**src/verilog/afe_pkg.sv**
```systemverilog
// Sample types and constants of the converter data path.
// Import inside a module body. Module headers use scoped names (afe_pkg::...).
// ADC codes are 16-bit, DAC codes are 14-bit. Both pin codes are unsigned
// with a negative slope, and the internal samples are two's complement.

package afe_pkg;

  ////////////////////////////////////////////////////////////////////////////
  // widths
  ////////////////////////////////////////////////////////////////////////////

  localparam int unsigned AFE_CH = 2;  // channels a and b
  localparam int unsigned ADC_DW = 16; // adc sample width
  localparam int unsigned DAC_DW = 14; // dac sample width
  localparam int unsigned SUM_DW = DAC_DW + 1; // one guard bit for the sum

  ////////////////////////////////////////////////////////////////////////////
  // sample types
  ////////////////////////////////////////////////////////////////////////////

  // raw adc pin code, unsigned, negative slope
  typedef logic        [ADC_DW-1:0] adc_raw_t;
  // adc sample, two's complement
  typedef logic signed [ADC_DW-1:0] adc_dat_t;
  // dac range sample, also generator and controller outputs
  typedef logic signed [DAC_DW-1:0] dac_dat_t;
  // sum before saturation
  typedef logic signed [SUM_DW-1:0] dac_sum_t;
  // dac pin code, unsigned, negative slope
  typedef logic        [DAC_DW-1:0] dac_code_t;

  ////////////////////////////////////////////////////////////////////////////
  // constants
  ////////////////////////////////////////////////////////////////////////////

  localparam dac_dat_t DAC_MAX = 14'sd8191;  // positive full scale
  localparam dac_dat_t DAC_MIN = -14'sd8192; // negative full scale

  // pin code of sample 0, top bit kept and the rest inverted
  localparam dac_code_t DAC_CODE_ZERO = 14'h1FFF;

  // dac sample moved into the adc width for the digital loop
  localparam int unsigned LOOP_SHIFT = ADC_DW - DAC_DW;

endpackage : afe_pkg

```
**src/verilog/afe_regs_pkg.sv**
```systemverilog
// Register bus types, register map and setting types of the control block.
// Import inside a module body. Module headers use scoped names.

package afe_regs_pkg;

  typedef logic [19:0] sys_addr_t; // byte address
  typedef logic [31:0] sys_data_t;

  // settings
  typedef logic [1:0] loop_t;       // [0] adc side loop, [1] dac side loopback
  typedef logic [2:0] daisy_mode_t; // [0] sync mode, [2] trigger output select

  // bit positions inside the settings
  localparam int unsigned LOOP_ADC       = 0;
  localparam int unsigned LOOP_DAC       = 1;
  localparam int unsigned DAISY_SYNC     = 0;
  localparam int unsigned DAISY_TRIG_SEL = 2;

  ////////////////////////////////////////////////////////////////////////////
  // register map
  ////////////////////////////////////////////////////////////////////////////

  localparam sys_addr_t REG_LOOP  = 20'h0_0000;
  localparam sys_addr_t REG_DAISY = 20'h0_0004;
  localparam sys_addr_t REG_ID    = 20'h0_0008; // read only

  localparam sys_data_t AFE_ID = 32'h4146_4501; // "AFE" + revision 1

endpackage : afe_regs_pkg

```
**src/verilog/adc_decode.sv**
```systemverilog
// ADC code decoder. Raw unsigned negative-slope codes become two's
// complement samples, registered once. adc_conv_o always carries the
// converted pin data. adc_dat_o may instead take the saturated dac samples
// (digital loop), scaled up into the adc width.

module adc_decode (
  input  logic                                     adc_clk,
  input  logic                                     adc_rstn,
  input  afe_pkg::adc_raw_t [afe_pkg::AFE_CH-1:0] adc_raw_i,   // pin codes
  input  logic                                     adc_raw_dv_i,
  input  logic                                     loop_adc_i,  // digital loop on
  input  afe_pkg::dac_dat_t [afe_pkg::AFE_CH-1:0] dac_loop_i,  // saturated dac samples
  output afe_pkg::adc_dat_t [afe_pkg::AFE_CH-1:0] adc_dat_o,
  output afe_pkg::adc_dat_t [afe_pkg::AFE_CH-1:0] adc_conv_o,  // before loop mux
  output logic                                     adc_dv_o
);

  import afe_pkg::*;

  adc_dat_t [AFE_CH-1:0] conv;   // decoded, combinational
  adc_dat_t [AFE_CH-1:0] loop;   // dac sample in adc scale
  adc_dat_t [AFE_CH-1:0] conv_r;
  adc_dat_t [AFE_CH-1:0] dat_r;
  logic                  dv_r;

  always_comb begin
    for (int ch = 0; ch < AFE_CH; ch++) begin
      // keep msb, flip the rest
      conv[ch] = {adc_raw_i[ch][ADC_DW-1], ~adc_raw_i[ch][ADC_DW-2:0]};
      // sign extend first, then scale
      loop[ch] = adc_dat_t'(dac_loop_i[ch]) <<< LOOP_SHIFT;
    end
  end

  ////////////////////////////////////////////////////////////////////////////
  // output registers
  ////////////////////////////////////////////////////////////////////////////

  always_ff @(posedge adc_clk) begin
    if (!adc_rstn) begin
      conv_r <= '0;
      dat_r  <= '0;
      dv_r   <= 1'b0;
    end else begin
      conv_r <= conv;
      dat_r  <= loop_adc_i ? loop : conv;
      dv_r   <= loop_adc_i | adc_raw_dv_i; // loop data is valid every cycle
    end
  end

  assign adc_conv_o = conv_r;
  assign adc_dat_o  = dat_r;
  assign adc_dv_o   = dv_r;

endmodule : adc_decode

```
**src/verilog/afe_ctrl.sv**
```systemverilog
// Control registers of the analog data path plus trigger routing.
// The bus takes one-cycle wen/ren strobes. ack, or err for a bad access,
// follows one cycle later together with rdata on reads.
// The loop setting fans out to the adc decoder and the dac output stage.

module afe_ctrl (
  input  logic                    adc_clk,
  input  logic                    adc_rstn,     // sync, active low
  // register bus
  input  afe_regs_pkg::sys_addr_t sys_addr_i,
  input  afe_regs_pkg::sys_data_t sys_wdata_i,
  input  logic                    sys_wen_i,
  input  logic                    sys_ren_i,
  output afe_regs_pkg::sys_data_t sys_rdata_o,
  output logic                    sys_ack_o,
  output logic                    sys_err_o,
  // settings
  output afe_regs_pkg::loop_t     loop_cfg_o,
  // triggers
  input  logic                    trig_gpio_i,  // external pin trigger
  input  logic                    daisy_trig_i, // from daisy receiver
  input  logic                    trig_asg_i,   // generator trigger
  input  logic                    scope_trig_i, // scope trigger
  output logic                    trig_ext_o,
  output logic                    trig_out_o
);

  import afe_regs_pkg::*;

  loop_t       loop_r;
  daisy_mode_t daisy_r;
  logic        addr_hit; // address inside the map
  logic        wr_ok;
  logic        rd_ok;
  sys_data_t   rd_mux;

  ////////////////////////////////////////////////////////////////////////////
  // address decode
  ////////////////////////////////////////////////////////////////////////////

  always_comb begin
    case (sys_addr_i)
      REG_LOOP, REG_DAISY, REG_ID: addr_hit = 1'b1;
      default:                     addr_hit = 1'b0;
    endcase
  end

  assign wr_ok = sys_wen_i & addr_hit & (sys_addr_i != REG_ID); // id is read only
  assign rd_ok = sys_ren_i & addr_hit;

  always_comb begin
    case (sys_addr_i)
      REG_LOOP:  rd_mux = sys_data_t'(loop_r);  // zero extended
      REG_DAISY: rd_mux = sys_data_t'(daisy_r);
      REG_ID:    rd_mux = AFE_ID;
      default:   rd_mux = '0;
    endcase
  end

  // settings, new value valid right after the write edge
  always_ff @(posedge adc_clk) begin
    if (!adc_rstn) begin
      loop_r  <= '0;
      daisy_r <= '0;
    end else if (wr_ok) begin
      if (sys_addr_i == REG_LOOP)  loop_r  <= loop_t'(sys_wdata_i);
      if (sys_addr_i == REG_DAISY) daisy_r <= daisy_mode_t'(sys_wdata_i);
    end
  end

  // bus response
  always_ff @(posedge adc_clk) begin
    if (!adc_rstn) begin
      sys_ack_o <= 1'b0;
      sys_err_o <= 1'b0;
    end else begin
      sys_ack_o <= wr_ok | rd_ok;
      sys_err_o <= (sys_wen_i | sys_ren_i) & ~(wr_ok | rd_ok);
    end
  end

  always_ff @(posedge adc_clk) begin
    if (sys_ren_i) sys_rdata_o <= rd_mux; // held between reads
  end

  assign loop_cfg_o = loop_r;

  ////////////////////////////////////////////////////////////////////////////
  // trigger routing
  ////////////////////////////////////////////////////////////////////////////

  // in sync mode the daisy trigger blanks the local pin
  assign trig_ext_o = trig_gpio_i & ~(daisy_r[DAISY_SYNC] & daisy_trig_i);
  assign trig_out_o = daisy_r[DAISY_TRIG_SEL] ? trig_asg_i : scope_trig_i;

  a_ack_err_excl: assert property (@(posedge adc_clk) disable iff (!adc_rstn)
    !(sys_ack_o && sys_err_o));

endmodule : afe_ctrl

```
**src/verilog/afe_datapath_top.sv**
```systemverilog
// Top of the analog data path in the adc_clk domain.
// Ties the control registers, adc decoder, dac summing stage and dac
// output stage together. Samples from the generator and the controller
// enter as ports, and so do all trigger sources.

module afe_datapath_top (
  input  logic                                      adc_clk,
  input  logic                                      adc_rstn,
  // register bus
  input  afe_regs_pkg::sys_addr_t                   sys_addr_i,
  input  afe_regs_pkg::sys_data_t                   sys_wdata_i,
  input  logic                                      sys_wen_i,
  input  logic                                      sys_ren_i,
  output afe_regs_pkg::sys_data_t                   sys_rdata_o,
  output logic                                      sys_ack_o,
  output logic                                      sys_err_o,
  // adc
  input  afe_pkg::adc_raw_t  [afe_pkg::AFE_CH-1:0] adc_raw_i,
  input  logic                                      adc_raw_dv_i,
  output afe_pkg::adc_dat_t  [afe_pkg::AFE_CH-1:0] adc_dat_o,
  output logic                                      adc_dv_o,
  // dac
  input  afe_pkg::dac_dat_t  [afe_pkg::AFE_CH-1:0] asg_dat_i,
  input  afe_pkg::dac_dat_t  [afe_pkg::AFE_CH-1:0] pid_dat_i,
  output afe_pkg::dac_code_t [afe_pkg::AFE_CH-1:0] dac_dat_o,
  // triggers
  input  logic                                      trig_gpio_i,
  input  logic                                      daisy_trig_i,
  input  logic                                      trig_asg_i,
  input  logic                                      scope_trig_i,
  output logic                                      trig_ext_o,
  output logic                                      trig_out_o
);

  import afe_pkg::*;
  import afe_regs_pkg::*;

  loop_t                 loop_cfg;
  dac_dat_t [AFE_CH-1:0] dac_sat;  // to output stage and digital loop
  adc_dat_t [AFE_CH-1:0] adc_conv; // to loopback

  afe_ctrl afe_ctrl_inst (
    .adc_clk      (adc_clk),
    .adc_rstn     (adc_rstn),
    .sys_addr_i   (sys_addr_i),
    .sys_wdata_i  (sys_wdata_i),
    .sys_wen_i    (sys_wen_i),
    .sys_ren_i    (sys_ren_i),
    .sys_rdata_o  (sys_rdata_o),
    .sys_ack_o    (sys_ack_o),
    .sys_err_o    (sys_err_o),
    .loop_cfg_o   (loop_cfg),
    .trig_gpio_i  (trig_gpio_i),
    .daisy_trig_i (daisy_trig_i),
    .trig_asg_i   (trig_asg_i),
    .scope_trig_i (scope_trig_i),
    .trig_ext_o   (trig_ext_o),
    .trig_out_o   (trig_out_o)
  );

  adc_decode adc_decode_inst (
    .adc_clk      (adc_clk),
    .adc_rstn     (adc_rstn),
    .adc_raw_i    (adc_raw_i),
    .adc_raw_dv_i (adc_raw_dv_i),
    .loop_adc_i   (loop_cfg[LOOP_ADC]),
    .dac_loop_i   (dac_sat),
    .adc_dat_o    (adc_dat_o),
    .adc_conv_o   (adc_conv),
    .adc_dv_o     (adc_dv_o)
  );

  dac_sum_sat dac_sum_sat_inst (
    .adc_clk   (adc_clk),
    .adc_rstn  (adc_rstn),
    .asg_dat_i (asg_dat_i),
    .pid_dat_i (pid_dat_i),
    .dac_sat_o (dac_sat)
  );

  dac_result dac_result_inst (
    .adc_clk    (adc_clk),
    .adc_rstn   (adc_rstn),
    .dac_sat_i  (dac_sat),
    .adc_conv_i (adc_conv),
    .loop_dac_i (loop_cfg[LOOP_DAC]),
    .dac_dat_o  (dac_dat_o)
  );

endmodule : afe_datapath_top

```
**src/verilog/dac_result.sv**
```systemverilog
// DAC output stage. Picks the saturated sample or, in loopback, the upper
// 14 bits of the converted adc sample of the same channel, then turns it
// into the unsigned negative-slope pin code and registers it.
// Output sits one cycle behind the summing stage, two behind its inputs.

module dac_result (
  input  logic                                      adc_clk,
  input  logic                                      adc_rstn,
  input  afe_pkg::dac_dat_t  [afe_pkg::AFE_CH-1:0] dac_sat_i,  // saturated sum
  input  afe_pkg::adc_dat_t  [afe_pkg::AFE_CH-1:0] adc_conv_i, // decoded adc
  input  logic                                      loop_dac_i, // loopback on
  output afe_pkg::dac_code_t [afe_pkg::AFE_CH-1:0] dac_dat_o   // pin codes
);

  import afe_pkg::*;

  dac_dat_t  [AFE_CH-1:0] sel;
  dac_code_t [AFE_CH-1:0] code;
  dac_code_t [AFE_CH-1:0] code_r;

  always_comb begin
    for (int ch = 0; ch < AFE_CH; ch++) begin
      // loopback keeps channel order, a to a and b to b
      sel[ch]  = loop_dac_i ? adc_conv_i[ch][ADC_DW-1 -: DAC_DW] : dac_sat_i[ch];
      code[ch] = {sel[ch][DAC_DW-1], ~sel[ch][DAC_DW-2:0]}; // neg slope
    end
  end

  ////////////////////////////////////////////////////////////////////////////
  // pin register
  ////////////////////////////////////////////////////////////////////////////

  // reset value is the code of sample 0, not all zeros
  always_ff @(posedge adc_clk) begin
    if (!adc_rstn) begin
      code_r <= {AFE_CH{DAC_CODE_ZERO}};
    end else begin
      code_r <= code;
    end
  end

  assign dac_dat_o = code_r;

endmodule : dac_result

```
**src/verilog/dac_sum_sat.sv**
```systemverilog
// DAC summing stage. Per channel the generator and controller samples are
// added with one guard bit, clamped to the 14-bit dac range and registered.
// The result feeds the dac output stage and the adc digital loop.

module dac_sum_sat (
  input  logic                                     adc_clk,
  input  logic                                     adc_rstn,
  input  afe_pkg::dac_dat_t [afe_pkg::AFE_CH-1:0] asg_dat_i, // generator
  input  afe_pkg::dac_dat_t [afe_pkg::AFE_CH-1:0] pid_dat_i, // controller
  output afe_pkg::dac_dat_t [afe_pkg::AFE_CH-1:0] dac_sat_o
);

  import afe_pkg::*;

  dac_sum_t [AFE_CH-1:0] sum;
  dac_dat_t [AFE_CH-1:0] sat;
  dac_dat_t [AFE_CH-1:0] sat_r;

  ////////////////////////////////////////////////////////////////////////////
  // sum and clamp
  ////////////////////////////////////////////////////////////////////////////

  always_comb begin
    for (int ch = 0; ch < AFE_CH; ch++) begin
      sum[ch] = dac_sum_t'(asg_dat_i[ch]) + dac_sum_t'(pid_dat_i[ch]);
      // top two bits differ -> outside the 14-bit range
      if (sum[ch][SUM_DW-1] != sum[ch][SUM_DW-2]) begin
        sat[ch] = sum[ch][SUM_DW-1] ? DAC_MIN : DAC_MAX;
      end else begin
        sat[ch] = sum[ch][DAC_DW-1:0];
      end
    end
  end

  always_ff @(posedge adc_clk) begin
    if (!adc_rstn) begin
      sat_r <= '0;
    end else begin
      sat_r <= sat;
    end
  end

  assign dac_sat_o = sat_r;

  // the guard bit must hold the full sum, else the clamp sees a wrapped value
  for (genvar ch = 0; ch < AFE_CH; ch++) begin : g_chk
    a_sum_fits: assert property (@(posedge adc_clk) disable iff (!adc_rstn)
      int'(asg_dat_i[ch]) + int'(pid_dat_i[ch]) == int'(sum[ch]));
  end

endmodule : dac_sum_sat

```
**config.mk**
```make
export PLATFORM = sky130hd
export DESIGN_NAME = afe_datapath_top
export DESIGN_NICKNAME = d
export VERILOG_FILES = /design/src/verilog/afe_pkg.sv /design/src/verilog/afe_regs_pkg.sv /design/src/verilog/adc_decode.sv /design/src/verilog/afe_ctrl.sv /design/src/verilog/afe_datapath_top.sv /design/src/verilog/dac_result.sv /design/src/verilog/dac_sum_sat.sv
export SDC_FILE = /design/constraint.sdc
export NUM_CORES = 1
export LEC_CHECK = 0
export BUFFER_PORTS_ARGS = -buffer_cell sky130_fd_sc_hd__buf_2
export CAP_MARGIN = 5
export CORE_ASPECT_RATIO = 1.4
export CORE_MARGIN = 2
export CORE_UTILIZATION = 46
export CTS_CLUSTER_SIZE = 14
export DETAILED_ROUTE_END_ITERATION = 6
export MAX_ROUTING_LAYER = met4
export PLACE_DENSITY = 0.74
export SLEW_MARGIN = 20
export SYNTH_ARGS = -nofsm -noshare
export SYNTH_HDL_FRONTEND = slang
export SYNTH_HIERARCHICAL = 1
export SYNTH_SLANG_ARGS = --single-unit
```
**constraint.sdc**
```tcl
create_clock -name adc_clk -period 3.3 [get_ports adc_clk]
set_input_delay 0.165 -clock adc_clk [delete_from_list [all_inputs] [get_ports adc_clk]]
set_output_delay 0.165 -clock adc_clk [all_outputs]
set_load 0.05 [all_outputs]
```
After elaboration in Yosys (flattened, before gate mapping)
Index checks and enable logic that the tools add are counted.

operators by class
  $add $sub $neg = 2
  equality and inequality tests = 5
  muxes and demuxes = 10
  bitwise gates (word level) = 16
  reduce and logical (&&, ||, !) cells = 5

operators by type and width
  kind                 count
  $pmux 31 s3          1
  $mux 14              6
  $mux 32              1
  $add 14x14->15       2
  $not 15->15          2
  $not 13->13          2
  $eq 20x3->1 const B  1
  $eq 20x4->1 const B  1
  $logic_not 20->1     1
  $ne 20x4->1 const B  1
  $and 1x1->1          6
  $reduce_and 2->1     2
  $not 1->1            3
  $or 1x1->1           3
  $reduce_or 3->1      1
  $mux 1               2
  $ne 1x1->1           2
  $reduce_or 2->1      1

storage, ports and cells
  register bits after elaboration = 160
  input bits = 149
  output and inout port bits = 97
  word-level logic and storage cells = 54

Depth between registers and ports, before layout
  word-level depth = 8
  mapped depth = 10
  depth with buffers taken out = 9

Hierarchy
The synthesis kept the hierarchy.

modules (own cells, without submodules)
  module       times used  cells each  area an instance (um2)
  dac_sum_sat  1           271         2343.5
  adc_decode   1           197         2100.8
  dac_result   1           90          1123.6
  afe_ctrl     1           87          798.3

Worst setup path before layout
OpenSTA, ideal clock, no wires.

  path kind = input -> register
  start point = input port asg_dat_i[14] in the netlist's numbering
  end point = register dac_sum_sat_inst.sat_r (netlist bit dac_sum_sat_inst/dac_sat_o[19])
  setup time = 128 ps
  data arrival time = 2254 ps
  required time = 3172 ps
  slack = 918 ps
  stages = 10
  path buffers = 1
  cell sequence = ha_1 fa_1 a21o_1 a221oi_2 o31ai_2 o31ai_2 o21ai_4 buf_6 a31oi_1 nor2_1

between the ends
  word-level cells in the longest chain between the ends = 3

RTL lines
  element                                RTL line                              text
  start, declared                        afe_datapath_top.sv:23                input afe_pkg::dac_dat_t [afe_pkg::AFE_CH-1:0] asg_dat_i,
  $add 14x14->15 (*)                     dac_sum_sat.sv:25                     sum[ch] = dac_sum_t'(asg_dat_i[ch]) + dac_sum_t'(pid_dat_i[ch]);
  $mux 14 or $ne 1x1->1 (tied branches)  dac_sum_sat.sv:28, dac_sum_sat.sv:27
  $mux 14 (*)                            dac_sum_sat.sv:27                     if (sum[ch][SUM_DW-1] != sum[ch][SUM_DW-2]) begin
  end signal, assigned                   dac_sum_sat.sv:39                     sat_r <= sat;
  end, declared                          dac_sum_sat.sv:17                     dac_dat_t [AFE_CH-1:0] sat_r;

Every way passes the cells marked *; elsewhere a longest branch is shown, timed or not.
A chain may end at the register's enable or synchronous reset.

Final worst setup path
  start point = input port asg_dat_i[14] in the netlist's numbering
  end point = register dac_sum_sat_inst.sat_r (netlist bit dac_sum_sat_inst/dac_sat_o[26])

Same word-level chain as after synthesis.

==> key figures <==
Clock network
  • Sink Count: 128
  • CTS tree: done
  • Max clock buf depth: 2
  • CTS Buf Count: 17
  • Htree depth: 4
  • Clk root buf: clkbuf_16
  • Post-CTS sizing: 0
  • Clk_lat worst skew: 0.40 ns
  • Postcts setup bufs: 0
  • # hold bufs at CTS: 33
  • CTS clk-pin slew, worst paths: 0.05 ns

Timing
  • TNS Setup: 0 ns
  • Crit path time final: 2.30 ns
  • Hold Fails Final Rpt: 0
  • Max Freq: 435 MHz
  • Slew Viols, Final: 0
  • RSZ-0062 raised after global routing: false
  • Final worst path period share: 69.6%
  • Max transition margin: 31.5%
  • Worst-Margin Slew: 1.03 ns
  • Clk_skew: 0.00765 ns
  • Final setup viols: 0

Critical path
  • WS Path Type: in -> reg
  • Crit path required time: 3.57 ns
  • WP data arrival: 2.57 ns
  • Endpoint type of the worst setup path: flip-flop
  • Crit start category: input pin
  • CP max-delay cell: o31ai_2
  • R2R Setup Slk: 1.75 ns
  • CP Cell Sequence: buf_2 > ha_1 > fa_1 > a21o_1 > a221oi_2 > o31ai_2 > o31ai_2 > o21ai_4 > a31oi_1 > nor2_1
  • Critical Path Fanout Max: 13
  • Crit path top cell by count: o31ai_2
  • Crit-path max cell delay: 0.42 ns

Detailed routing
  • Routed len/inst: 13.1 um
  • Routed Antenna Nets: 0
  • Vias: 5088
  • Routed WL: 13700 um
  • DR vias/cell: 4.88
  • Initial drt markers: 169
  • Remaining DRCs: 0
  • Drt pass-1 iters: 4

Yosys
  • Synthesized area: 6260 um^2
  • Gate Count Post-Synth: 637
  • Synth Warn #: 6
  • Syn avg cell area: 9.83 um^2

Final layout
  • Post-layout util: 60.5%
  • Fin nets: 1026
  • Most common cell after layout, fill and taps aside: buf_2
  • Reg area: 2610 um^2
  • Final Cell Area: 8070 um^2
  • Area added between synthesis and finish: 28.8%
  • Multi-input gate area: 3300 um^2
  • Share of cells above drive strength 1: 34.8%
  • Number of fill cells: 1161
  • Fin cells: 1042
  • Most frequent cells in the layout: buf_2 (195), dfxtp_1 (122), nand2_1 (88)
  • Ant diodes: 0

Place
  • Area post-placement: 7140 um^2
  • Inst Count DP: 977
  • Routability Congestion: 0.832
  • Dpl hpwl: 9770 um
  • # port buffers: 195

Power and ir drop
  • Clock power frac: 39.6%
  • Combinational Power Share: 22.7%
  • Maximum vdd ir drop: 0.000263 V
  • Leakage: 3.64 nW
  • Switching share of power: 29.7%
  • Cell Int Power: 3.29 mW
  • Seq pwr share: 37.7%
  • P_sw: 1.39 mW
  • PwrDens: 580 nW/um^2

Flow run
  • Max cap viols: 0

GRT
  • Global-route wire length before repair: 21200 um
  • Met2 Track Usage GR: 33.1%
  • Vias in the first global route: 4666
  • GRT Residual Overflow: 0
  • GRT met3 Usage: 4.13%
  • Met1 usage: 21.3%
  • GR peak layer: met2
  • Largest net degree at the start of global routing: 88
  • Initial antenna violation count: 0
  • GRT Overall Usage: 19.0%

Die
  • Initial Util: 47.0%
  • Std cell rows: 50
  • Die Area: 14600 um^2
  • CORE AREA: 13300 um^2
  • DIE HEIGHT: 142 um
  • DIE WIDTH: 103 um
  • Top-Level Pins: 246

Outcome
  • Status: finished, final reports clean

Worst hold path
  • Worst Hold Class: in -> reg
-- power by group through the flow --
stage	Sequential, mW	Clock (mW)	Combinational (mW)
2_1_floorplan	1.99	0	0.617
3_3_place_gp	1.80	0	1.02
3_5_place_dp	1.80	0	1.03
4_1_cts	1.76	1.89	1.06
5_1_grt	1.78	1.96	1.15
6_report	1.76	1.85	1.06
-- state kept, by name, indices dropped and copies added, names as in the netlist --
register                    flops
afe_ctrl_inst/sys_err_o         1
dac_result_inst/dac_dat_o      28
afe_ctrl_inst/sys_ack_o         1
dac_sum_sat_inst/dac_sat_o     28
afe_ctrl_inst/daisy_r           3
afe_ctrl_inst/sys_rdata_o       4
adc_decode_inst/adc_dv_o        1
adc_decode_inst/adc_conv_o     28
afe_ctrl_inst/loop_cfg_o        2
adc_decode_inst/adc_dat_o      32
-- final timing paths --
| path | from | to | cells past startpoint |
|---|---|---|---|
| max reg2reg | afe_ctrl_inst/loop_cfg_o[1] | dac_result_inst/dac_dat_o[10] | 2 |
| min | sys_wdata_i[2] | afe_ctrl_inst/daisy_r[2] | 3 |
| max | asg_dat_i[14] | dac_sum_sat_inst/dac_sat_o[26] | 10 |
| min reg2reg | afe_ctrl_inst/daisy_r[1] | afe_ctrl_inst/daisy_r[1] | 2 |
-- per-stage QoR --
stage	setup WS, ns	power (mW)	hold WS [ns]
floorplan	0.918	2.61	0.237
global placement	0.636	2.81	0.321
detailed placement	0.581	2.82	0.326
CTS	1.01	4.71	0.0144
global route	0.753	4.89	0.0355
finish	1.00	4.68	0.0235
-- layer usage --
metal / part of all wire (%) / vias up
met5: 0 / -
met4: 1.2 / 0
met1: 43 / 2333
met3: 5.4 / 11
li1: - / 2575
met2: 51 / 169
-- critical path, delay by kind of cell --
family | cells | cell delay (ns)
compound gates | 6 | 1.61
buf+inv | 1 | 0.10
simple gates | 1 | 0.06
fa+ha+maj | 2 | 0.64
-- cell type report --
class | instances | share of cell area (%)
Timing Repair Buffer | 229 | 16.4
Clock buffer | 18 | 5.32
Sequential cell | 128 | 32.3
Multi-Input combinational cell | 469 | 41.0
Clock inverter | 14 | 2.05
Inverter | 2 | 0.0931
Tap cell | 182 | 2.82
Power figures use the tool's default switching activity.
